**src/mips_params.svh**
```systemverilog
// mips core parameters
// reset pc, register file size, datapath width and the syscall exit code
`ifndef MIPS_PARAMS_SVH
`define MIPS_PARAMS_SVH

// first fetch after reset, start of user text segment
`define MIPS_TEXT_START 32'h00400000

// architectural gp registers, $zero included
`define MIPS_NUM_REGS 32

`define MIPS_XLEN 32              // data and address width

// $v0 value that makes syscall stop the core
`define MIPS_SYSCALL_EXIT 32'd10

`endif

```
**src/mips_isa_pkg.sv**
```systemverilog
// mips isa package
// kept opcode and funct encodings and the three instruction formats,
// overlaid as one 32-bit word
`default_nettype none

package mips_isa_pkg;

   typedef logic [4:0] reg_idx_t;       // gp register number

   // major opcodes, bits 31:26
   typedef enum logic [5:0] {
      OP_SPECIAL = 6'h00,               // r-type, see funct
      OP_J       = 6'h02,
      OP_BEQ     = 6'h04,
      OP_BNE     = 6'h05,
      OP_ADDI    = 6'h08,
      OP_SLTI    = 6'h0a,
      OP_ANDI    = 6'h0c,
      OP_ORI     = 6'h0d,
      OP_XORI    = 6'h0e,
      OP_LUI     = 6'h0f,
      OP_LW      = 6'h23,
      OP_SW      = 6'h2b
   } opcode_t;

   // r-type secondary opcode, bits 5:0
   typedef enum logic [5:0] {
      FN_SLL     = 6'h00,
      FN_SRL     = 6'h02,
      FN_SRA     = 6'h03,
      FN_SYSCALL = 6'h0c,
      FN_ADD     = 6'h20,
      FN_SUB     = 6'h22,
      FN_AND     = 6'h24,
      FN_OR      = 6'h25,
      FN_XOR     = 6'h26,
      FN_NOR     = 6'h27,
      FN_SLT     = 6'h2a
   } funct_t;

   typedef struct packed {
      opcode_t  op;
      reg_idx_t rs;
      reg_idx_t rt;
      reg_idx_t rd;
      logic [4:0] shamt;                // shift amount, sll/srl/sra only
      funct_t   funct;
   } r_fields_t;

   typedef struct packed {
      opcode_t  op;
      reg_idx_t rs;
      reg_idx_t rt;
      logic [15:0] imm;                 // immediate or offset
   } i_fields_t;

   typedef struct packed {
      opcode_t  op;
      logic [25:0] target;              // word index inside 256MB region
   } j_fields_t;

   // one fetched word, three ways to read it
   typedef union packed {
      r_fields_t r;
      i_fields_t i;
      j_fields_t j;
   } instr_u;

endpackage

`default_nettype wire

```
**src/mips_ctrl_pkg.sv**
```systemverilog
// mips control package
// datapath control encodings shared by decoder, alu, pc unit and top level
`default_nettype none

package mips_ctrl_pkg;

   // alu function select
   typedef enum logic [3:0] {
      ALU_ADD,
      ALU_SUB,                          // also branch compare
      ALU_AND,
      ALU_OR,
      ALU_XOR,
      ALU_NOR,
      ALU_SLT,                          // signed
      ALU_SLL,
      ALU_SRL,
      ALU_SRA
   } alu_op_t;

   // register write-back source
   typedef enum logic [1:0] {
      WB_ALU,
      WB_LOAD,                          // word from data port
      WB_UPPER                          // lui, imm in bits 31:16
   } wb_sel_t;

   // next pc source
   typedef enum logic [1:0] {
      PC_SEQ,                           // pc + 4
      PC_BRANCH,
      PC_JUMP
   } pc_sel_t;

endpackage

`default_nettype wire

```
**src/mips_decode.sv**
```systemverilog
// mips decoder
// turns one instruction word into datapath controls and the extended
// immediate, flags halts for syscall exit and reserved encodings
`default_nettype none
`timescale 1ns/100ps
`include "mips_params.svh"

module mips_decode (
   input  mips_isa_pkg::instr_u  inst,
   input  logic [`MIPS_XLEN-1:0] v0_data,
   output mips_ctrl_pkg::alu_op_t alu_op,
   output logic                  alu_src_imm,
   output logic                  reg_dst_rd,
   output logic                  reg_we,
   output logic                  mem_we_raw,
   output logic                  branch,
   output logic                  branch_ne,
   output logic                  jump,
   output logic                  halt_req,
   output mips_ctrl_pkg::wb_sel_t wb_sel,
   output logic [`MIPS_XLEN-1:0] imm_ext
);
   import mips_isa_pkg::*;
   import mips_ctrl_pkg::*;

   logic sign_ext;                      // 0 for andi/ori/xori
   logic reserved;                      // encoding outside the kept set
   logic sys_exit;                      // syscall with exit code in $v0

   always_comb begin
      alu_op      = ALU_ADD;
      alu_src_imm = 1'b0;
      reg_dst_rd  = 1'b0;
      reg_we      = 1'b0;
      mem_we_raw  = 1'b0;
      branch      = 1'b0;
      branch_ne   = 1'b0;
      jump        = 1'b0;
      wb_sel      = WB_ALU;
      sign_ext    = 1'b1;
      reserved    = 1'b0;
      sys_exit    = 1'b0;

      case (inst.r.op)
         OP_SPECIAL: begin
            reg_dst_rd = 1'b1;          // rd is the target
            reg_we     = 1'b1;
            case (inst.r.funct)
               FN_ADD: alu_op = ALU_ADD;
               FN_SUB: alu_op = ALU_SUB;
               FN_AND: alu_op = ALU_AND;
               FN_OR:  alu_op = ALU_OR;
               FN_XOR: alu_op = ALU_XOR;
               FN_NOR: alu_op = ALU_NOR;
               FN_SLT: alu_op = ALU_SLT;
               FN_SLL: alu_op = ALU_SLL;
               FN_SRL: alu_op = ALU_SRL;
               FN_SRA: alu_op = ALU_SRA;
               FN_SYSCALL: begin
                  reg_we   = 1'b0;      // other codes fall through as a nop
                  sys_exit = (v0_data == `MIPS_SYSCALL_EXIT);
               end
               default: reserved = 1'b1;
            endcase
         end
         OP_ADDI, OP_SLTI, OP_ANDI, OP_ORI, OP_XORI: begin
            alu_src_imm = 1'b1;
            reg_we      = 1'b1;
            case (inst.i.op)
               OP_SLTI: alu_op = ALU_SLT;
               OP_ANDI: alu_op = ALU_AND;
               OP_ORI:  alu_op = ALU_OR;
               OP_XORI: alu_op = ALU_XOR;
               default: alu_op = ALU_ADD;
            endcase
            // logical immediates zero extend
            sign_ext = (inst.i.op == OP_ADDI) || (inst.i.op == OP_SLTI);
         end
         OP_LUI: begin
            reg_we = 1'b1;
            wb_sel = WB_UPPER;          // alu unused
         end
         OP_LW: begin
            alu_src_imm = 1'b1;         // base + offset
            reg_we      = 1'b1;
            wb_sel      = WB_LOAD;
         end
         OP_SW: begin
            alu_src_imm = 1'b1;
            mem_we_raw  = 1'b1;
         end
         OP_BEQ, OP_BNE: begin
            alu_op    = ALU_SUB;        // rs - rt, zero flag decides
            branch    = 1'b1;
            branch_ne = (inst.i.op == OP_BNE);
         end
         OP_J: jump = 1'b1;
         default: reserved = 1'b1;
      endcase

      halt_req = reserved | sys_exit;
      if (halt_req) begin
         reg_we     = 1'b0;             // halting instruction retires nothing
         mem_we_raw = 1'b0;
      end
   end

   assign imm_ext = sign_ext ? {{16{inst.i.imm[15]}}, inst.i.imm}
                             : {16'h0000, inst.i.imm};

endmodule

`default_nettype wire

```
**src/mips_regfile.sv**
```systemverilog
// mips register file
// 32 x 32, two combinational read ports, one write port at the clock edge,
// plus a dedicated $v0 tap for the syscall check
`default_nettype none
`timescale 1ns/100ps
`include "mips_params.svh"

module mips_regfile (
   input  logic                  clk,
   input  logic                  rst_b,
   input  mips_isa_pkg::reg_idx_t rs_idx,
   input  mips_isa_pkg::reg_idx_t rt_idx,
   input  mips_isa_pkg::reg_idx_t wr_idx,
   input  logic [`MIPS_XLEN-1:0] wr_data,
   input  logic                  we,
   output logic [`MIPS_XLEN-1:0] rs_data,
   output logic [`MIPS_XLEN-1:0] rt_data,
   output logic [`MIPS_XLEN-1:0] v0_data
);

   logic [`MIPS_XLEN-1:0] regs [`MIPS_NUM_REGS];

   always_ff @(posedge clk or negedge rst_b) begin
      if (!rst_b) begin
         for (int i = 0; i < `MIPS_NUM_REGS; i++) begin
            regs[i] <= '0;
         end
      end else if (we && (wr_idx != 5'd0)) begin   // $zero stays 0
         regs[wr_idx] <= wr_data;
      end
   end

   // no write bypass, a read sees the value from before this edge
   assign rs_data = regs[rs_idx];
   assign rt_data = regs[rt_idx];
   assign v0_data = regs[2];                      // $v0

endmodule

`default_nettype wire

```
**src/mips_alu.sv**
```systemverilog
// mips alu
// add, sub, logic ops, signed set-less-than and shifts by a constant
// amount, with a zero flag for branch compares
`default_nettype none
`timescale 1ns/100ps
`include "mips_params.svh"

module mips_alu (
   input  logic [`MIPS_XLEN-1:0]  op_a,
   input  logic [`MIPS_XLEN-1:0]  op_b,
   input  logic [4:0]             shamt,
   input  mips_ctrl_pkg::alu_op_t alu_op,
   output logic [`MIPS_XLEN-1:0]  result,
   output logic                   zero
);
   import mips_ctrl_pkg::*;

   logic lt;                            // signed op_a < op_b

   assign lt = $signed(op_a) < $signed(op_b);

   always_comb begin
      case (alu_op)
         ALU_ADD: result = op_a + op_b;                // no overflow trap
         ALU_SUB: result = op_a - op_b;
         ALU_AND: result = op_a & op_b;
         ALU_OR:  result = op_a | op_b;
         ALU_XOR: result = op_a ^ op_b;
         ALU_NOR: result = ~(op_a | op_b);
         ALU_SLT: result = {{(`MIPS_XLEN-1){1'b0}}, lt};
         // shifts move rt, rs is not used
         ALU_SLL: result = op_b << shamt;
         ALU_SRL: result = op_b >> shamt;
         ALU_SRA: result = $unsigned($signed(op_b) >>> shamt);
         default: result = '0;
      endcase
   end

   assign zero = (result == '0);

endmodule

`default_nettype wire

```
**src/mips_pc_unit.sv**
```systemverilog
// mips pc unit
// program counter, next-pc selection for sequential, branch and jump flow
// (no delay slot) and the sticky halt flag
`default_nettype none
`timescale 1ns/100ps
`include "mips_params.svh"

module mips_pc_unit (
   input  logic                  clk,
   input  logic                  rst_b,
   input  logic                  branch,
   input  logic                  branch_ne,
   input  logic                  jump,
   input  logic                  zero,
   input  logic                  halt_req,
   input  logic [`MIPS_XLEN-1:0] imm_ext,
   input  logic [25:0]           target,
   output logic [`MIPS_XLEN-1:0] pc,
   output logic                  halted
);
   import mips_ctrl_pkg::*;

   logic [`MIPS_XLEN-1:0] pc_plus4;
   logic [`MIPS_XLEN-1:0] br_target;
   logic [`MIPS_XLEN-1:0] j_target;
   logic [`MIPS_XLEN-1:0] pc_next;
   pc_sel_t               pc_sel;

   assign pc_plus4  = pc + 32'd4;
   assign br_target = pc_plus4 + {imm_ext[`MIPS_XLEN-3:0], 2'b00};  // word offset
   assign j_target  = {pc[31:28], target, 2'b00};                   // same region

   always_comb begin
      if (jump) begin
         pc_sel = PC_JUMP;
      end else if (branch && (zero != branch_ne)) begin   // beq on zero, bne on !zero
         pc_sel = PC_BRANCH;
      end else begin
         pc_sel = PC_SEQ;
      end
   end

   always_comb begin
      case (pc_sel)
         PC_BRANCH: pc_next = br_target;
         PC_JUMP:   pc_next = j_target;
         default:   pc_next = pc_plus4;
      endcase
   end

   always_ff @(posedge clk or negedge rst_b) begin
      if (!rst_b) begin
         pc     <= `MIPS_TEXT_START;
         halted <= 1'b0;
      end else begin
         if (halt_req) begin
            halted <= 1'b1;             // sticky until reset
         end
         // pc stays on the halting instruction
         if (!halted && !halt_req) begin
            pc <= pc_next;
         end
      end
   end

endmodule

`default_nettype wire

```
**src/mips_core.sv**
```systemverilog
// mips single-cycle core
// fetch, decode, execute, memory and write-back all in one clock,
// word-wide instruction and data ports, halts on syscall exit or bad op
`default_nettype none
`timescale 1ns/100ps
`include "mips_params.svh"

module mips_core (
   input  logic                  clk,
   input  logic                  rst_b,
   input  logic [31:0]           inst,
   input  logic [`MIPS_XLEN-1:0] mem_rdata,
   output logic [29:0]           inst_addr,      // word address
   output logic [29:0]           mem_addr,       // word address
   output logic [`MIPS_XLEN-1:0] mem_wdata,
   output logic                  mem_we,
   output logic                  halted
);
   import mips_isa_pkg::*;
   import mips_ctrl_pkg::*;

   instr_u                inst_u;
   alu_op_t               alu_op;
   wb_sel_t               wb_sel;
   logic                  alu_src_imm, reg_dst_rd, reg_we, mem_we_raw;
   logic                  branch, branch_ne, jump, halt_req, zero;
   logic [`MIPS_XLEN-1:0] imm_ext, rs_data, rt_data, v0_data;
   logic [`MIPS_XLEN-1:0] op_b, alu_result, wr_data, pc;
   reg_idx_t              wr_idx;

   assign inst_u    = inst;
   assign inst_addr = pc[31:2];

   mips_decode decode_inst (
      .inst(inst_u), .v0_data(v0_data), .alu_op(alu_op),
      .alu_src_imm(alu_src_imm), .reg_dst_rd(reg_dst_rd), .reg_we(reg_we),
      .mem_we_raw(mem_we_raw), .branch(branch), .branch_ne(branch_ne),
      .jump(jump), .halt_req(halt_req), .wb_sel(wb_sel), .imm_ext(imm_ext)
   );

   assign wr_idx = reg_dst_rd ? inst_u.r.rd : inst_u.r.rt;   // r-type vs i-type dest

   mips_regfile regfile_inst (
      .clk(clk), .rst_b(rst_b), .rs_idx(inst_u.r.rs), .rt_idx(inst_u.r.rt),
      .wr_idx(wr_idx), .wr_data(wr_data), .we(reg_we & ~halted),
      .rs_data(rs_data), .rt_data(rt_data), .v0_data(v0_data)
   );

   assign op_b = alu_src_imm ? imm_ext : rt_data;

   mips_alu alu_inst (
      .op_a(rs_data), .op_b(op_b), .shamt(inst_u.r.shamt), .alu_op(alu_op),
      .result(alu_result), .zero(zero)
   );

   mips_pc_unit pc_unit_inst (
      .clk(clk), .rst_b(rst_b), .branch(branch), .branch_ne(branch_ne),
      .jump(jump), .zero(zero), .halt_req(halt_req), .imm_ext(imm_ext),
      .target(inst_u.j.target), .pc(pc), .halted(halted)
   );

   // write-back source
   always_comb begin
      case (wb_sel)
         WB_LOAD:  wr_data = mem_rdata;
         WB_UPPER: wr_data = {imm_ext[15:0], 16'h0000};   // lui
         default:  wr_data = alu_result;
      endcase
   end

   // data port, word aligned, low address bits dropped
   assign mem_addr  = alu_result[31:2];
   assign mem_wdata = rt_data;
   assign mem_we    = mem_we_raw & ~halted;   // no stores once stopped

endmodule

`default_nettype wire

```
**config.mk**
```make
export PLATFORM = sky130hd
export DESIGN_NAME = mips_core
export DESIGN_NICKNAME = d
export VERILOG_FILES = /design/src/mips_isa_pkg.sv /design/src/mips_ctrl_pkg.sv /design/src/mips_decode.sv /design/src/mips_regfile.sv /design/src/mips_alu.sv /design/src/mips_pc_unit.sv /design/src/mips_core.sv
export VERILOG_INCLUDE_DIRS = /design/src
export SDC_FILE = /design/constraint.sdc
export NUM_CORES = 2
export LEC_CHECK = 0
export ABC_AREA = 1
export BUFFER_PORTS_ARGS = -buffer_cell sky130_fd_sc_hd__clkbuf_2
export CAP_MARGIN = 20
export CELL_PAD_IN_SITES_DETAIL_PLACEMENT = 0
export CELL_PAD_IN_SITES_GLOBAL_PLACEMENT = 1
export CORE_ASPECT_RATIO = 1.1
export CORE_UTILIZATION = 42
export CTS_BUF_LIST = sky130_fd_sc_hd__clkbuf_16
export DETAILED_ROUTE_END_ITERATION = 6
export PLACE_DENSITY_LB_ADDON = 0.1
export SETUP_SLACK_MARGIN = 0.05
export SYNTH_ARGS = -nofsm -noshare
export SYNTH_HDL_FRONTEND = slang
export SYNTH_SLANG_ARGS = --single-unit
```
**constraint.sdc**
```tcl
create_clock -name clk -period 5.8 [get_ports clk]
set_clock_uncertainty 0.05 [all_clocks]
set_input_delay 0.87 -clock clk [delete_from_list [all_inputs] [get_ports clk]]
set_output_delay 0.87 -clock clk [all_outputs]
set_load 0.01 [all_outputs]
```
==> impl_metrics.json <==
{
  "clkTransAtPathRegs_ns": 0.06,
  "final-seq-area_sq_um": 26400,
  "nets": 12300,
  "ant_nets": 0,
  "cp_top_family": "buffers and inverters",
  "irDropWorstVdd_mv": 0.3209,
  "area.growth.synth_to_final_pct": 25.81,
  "final_cell_mix": "nand2_1, nand3_1, dfrtp_1",
  "setup.worst_path.end_class": "primary output",
  "totalPowerFinal_w": 0.02441,
  "hp-class": "input pin to asynchronous set/reset pin",
  "drt-pass1-iter-count": 7,
  "hold_viol_final": 0,
  "overflow": 0,
  "multiInputGateArea_sq_um": 41180,
  "cts.sinks": 1055,
  "dp_hpwl_mm": 259.4,
  "synth.avg_cell_area_sq_um": 6.391,
  "worst_pin_slew_ns": 1.156,
  "clk_latency_ns": 0.83,
  "whs_ns": 0.01046,
  "period_minus_slack_ns": 5.989,
  "synth.net_count": 11630,
  "drive_gt1_share_pct": 17.31,
  "drc_errors": 3,
  "drt_iter0_markers": 9810,
  "critPathRequiredTime_ns": 4.88,
  "vias": 83890,
  "synth_edf_count": 0,
  "drv_cap": 0,
  "die_area_sq_um": 175600,
  "dieWidth_um": 399.6,
  "layout_setup_ws_ns": -0.1889,
  "grt_max_degree": 123,
  "antenna_found_initial": 8,
  "cp_max_fo": 14,
  "slew_headroom_pct": 22.88,
  "netlist_area_sq_um": 73040,
  "cts-htree-levels": 3,
  "io_pins": 160,
  "grt_pass1_wl_mm": 545.4,
  "ys_types": 68,
  "final_common_cell": "nand2_1",
  "drt-vias-per-instance": 5.799,
  "cp_num_buf_inv": 13,
  "rows": 160,
  "cts_tree": "yes",
  "ys_ff_latch": 1055,
  "outcome": "finished with violations",
  "fin_crit_sh_pct": 103.3,
  "violations": "design-rule violations, negative setup slack",
  "routed_wl_mm": 380.8,
  "critPathSlowestCell": "ha_4",
  "yosysSeqAreaShare_pct": 36.15,
  "syn_inst": 11430,
  "setup_viol": 17,
  "cts_made_buffers": 121,
  "ys_warn_count": 0,
  "critPathKind": "input pin to primary output",
  "wl_per_cell_um": 26.33,
  "chipHeight_um": 439.4,
  "start_util_pct": 42.28,
  "portBuffers": 159,
  "synthFlopType": "dfrtp_1",
  "report.final.slew_viol_count": 0,
  "fmax_ghz": 0.1670,
  "gp_congestion": 1.057,
  "nFillCells": 17270,
  "clock_path_buffers": 3,
  "grt_pass1_vias": 79210,
  "core-area_sq_um": 172800,
  "arrival_ns": 5.07,
  "clockRootBuffer": "clkbuf_16",
  "rsz0062_at_grt": "true",
  "async_reset_ff_share_pct": 100.0,
  "cpPeakStageDelay_ns": 0.33,
  "leakagePower_nw": 47.15,
  "grt_usage_pct": 42.29,
  "p_per_area_nw_per_um2": 265.6,
  "crit_path_start_kind": "input pin"
}
-- worst paths after layout --
kind,cells after the start,from,endpoint,slack (ns)
worst min register to register,0,regfile_inst.regs[1003],regfile_inst.regs[1003],0.35
worst max register to register,41,regfile_inst.regs[139],pc_unit_inst.pc[12],0.31
worst min-delay path,1,rst_b,pc_unit_inst.pc[23],0.01
worst max-delay path,34,inst[16],mem_addr[17],-0.19
max in group asynchronous,2,rst_b,regfile_inst.regs[56],4.29
min in group clk,0,regfile_inst.regs[1003],regfile_inst.regs[1003],0.35
-- metrics by stage --
stage / utilization [%] / instance area, sq um / TNS [ns] / std cells / worst slack (ns)
after floorplan: - / 73040 / 0 / 11430 / 0.05206
after global placement: 48.49 / 83780 / -399.62 / 14100 / -1.383
after detailed placement: 48.49 / 83780 / -415.31 / 14100 / -1.358
after CTS: 52.37 / 90490 / -0.8116 / 14410 / -0.1208
after global routing: 53.19 / 91890 / -6.019 / 14460 / -0.3375
final: 53.19 / 91900 / -1.657 / 14470 / -0.1889
-- layer usage --
| layer | GRT usage (%) | share of wire, % | vias to the layer above |
|---|---|---|---|
| met4 | 26.28 | 7.2 | 8 |
| met1 | 53.97 | 39 | 40000 |
| li1 | - | - | 38200 |
| met5 | 0 | 0.013 | - |
| met2 | 65.93 | 44 | 4608 |
| met3 | 7.821 | 9.2 | 1074 |
-- sequential cells by signal (all words and copies together), names as in the netlist --
| signal | cells |
|---|---|
| regfile_inst.v0_data | 32 |
| regfile_inst.regs | 992 |
| pc_unit_inst.halted | 1 |
| pc_unit_inst.pc | 30 |
-- synthesized netlist by cell type, types with 6 or more instances --
library cell | count | share of area, %
nand2_1 | 4156 | 21
nand3_1 | 1591 | 11
o21ai_0 | 1136 | 7.8
dfrtp_1 | 1054 | 36
inv_1 | 932 | 4.8
a21oi_1 | 641 | 4.4
clkbuf_1 | 611 | 3.1
nor2_1 | 344 | 1.8
buf_2 | 154 | 1.1
ha_1 | 133 | 2.3
buf_1 | 69 | 0.35
xor2_1 | 61 | 0.73
o211ai_1 | 59 | 0.61
o21ai_1 | 43 | 0.29
o22ai_1 | 42 | 0.36
nor3_1 | 32 | 0.22
a22oi_1 | 30 | 0.31
inv_2 | 30 | 0.15
nand2_2 | 28 | 0.24
nand3_2 | 28 | 0.38
nand4_1 | 26 | 0.22
buf_4 | 24 | 0.25
nor4_1 | 18 | 0.15
and2_1 | 17 | 0.15
buf_6 | 15 | 0.23
nor2_2 | 13 | 0.11
xnor2_1 | 11 | 0.13
nor2_4 | 10 | 0.15
clkinv_1 | 9 | 0.046
o21bai_1 | 8 | 0.082
a31oi_1 | 7 | 0.060
a21oi_2 | 6 | 0.072
inv_4 | 6 | 0.051
or2_2 | 6 | 0.051
-- worst reg2reg max path, delay by kind of cell (launching register included) --
family / cells / cell delay (ns)
buf+inv: 11 / 1.27
flops: 1 / 0.40
compound gates: 9 / 1.39
simple gates: 19 / 1.85
xor+xnor: 1 / 0.16
fa+ha+maj: 1 / 0.28
-- cell type report --
cell class	count	share of cell area [%]
repair buffers	1422	15.12
repair inverters	3	0.03948
clock buffers	122	3.322
inverters	978	4.128
flip-flops and latches	1055	28.73
clock inverters	98	0.7529
well taps	2268	3.088
diodes	3	0.008169
multi-input cells	8516	44.81
-- power breakdown --
part	total [W]	internal [W]	switching, W	leakage (nW)
sequential	0.00743	0.00739	0.0000404	12.0
combinational	0.00937	0.00340	0.00597	33.2
clock	0.00761	0.00410	0.00350	1.94
-- cells by family (layout without fill, tap and decap cells) --
group,count (synthesis),in the layout,synth area share (%)
AO/OA/AOI/OAI,2020,2020,14.52
AND/OR/NAND/NOR,6288,6288,35.93
adder cells (fa/ha/maj),136,136,2.360
other,0,3,0
XOR/XNOR,72,72,0.8633
flip-flops,1055,1055,36.15
buffers and inverters,1858,2623,10.18
-- what timing repair did --
| action | 4_1_cts | 5_1_grt |
|---|---|---|
| gates cloned | 28 | 9 |
| setup buffers | 61 | 38 |
| setup endpoints to repair | 69 | 58 |
| hold buffers | 0 | 0 |
| pin swaps | 69 | 97 |
| hold endpoints to repair | 0 | 0 |
| resized for setup | 423 | 224 |
No activity file was read; power rests on OpenSTA's default activity.
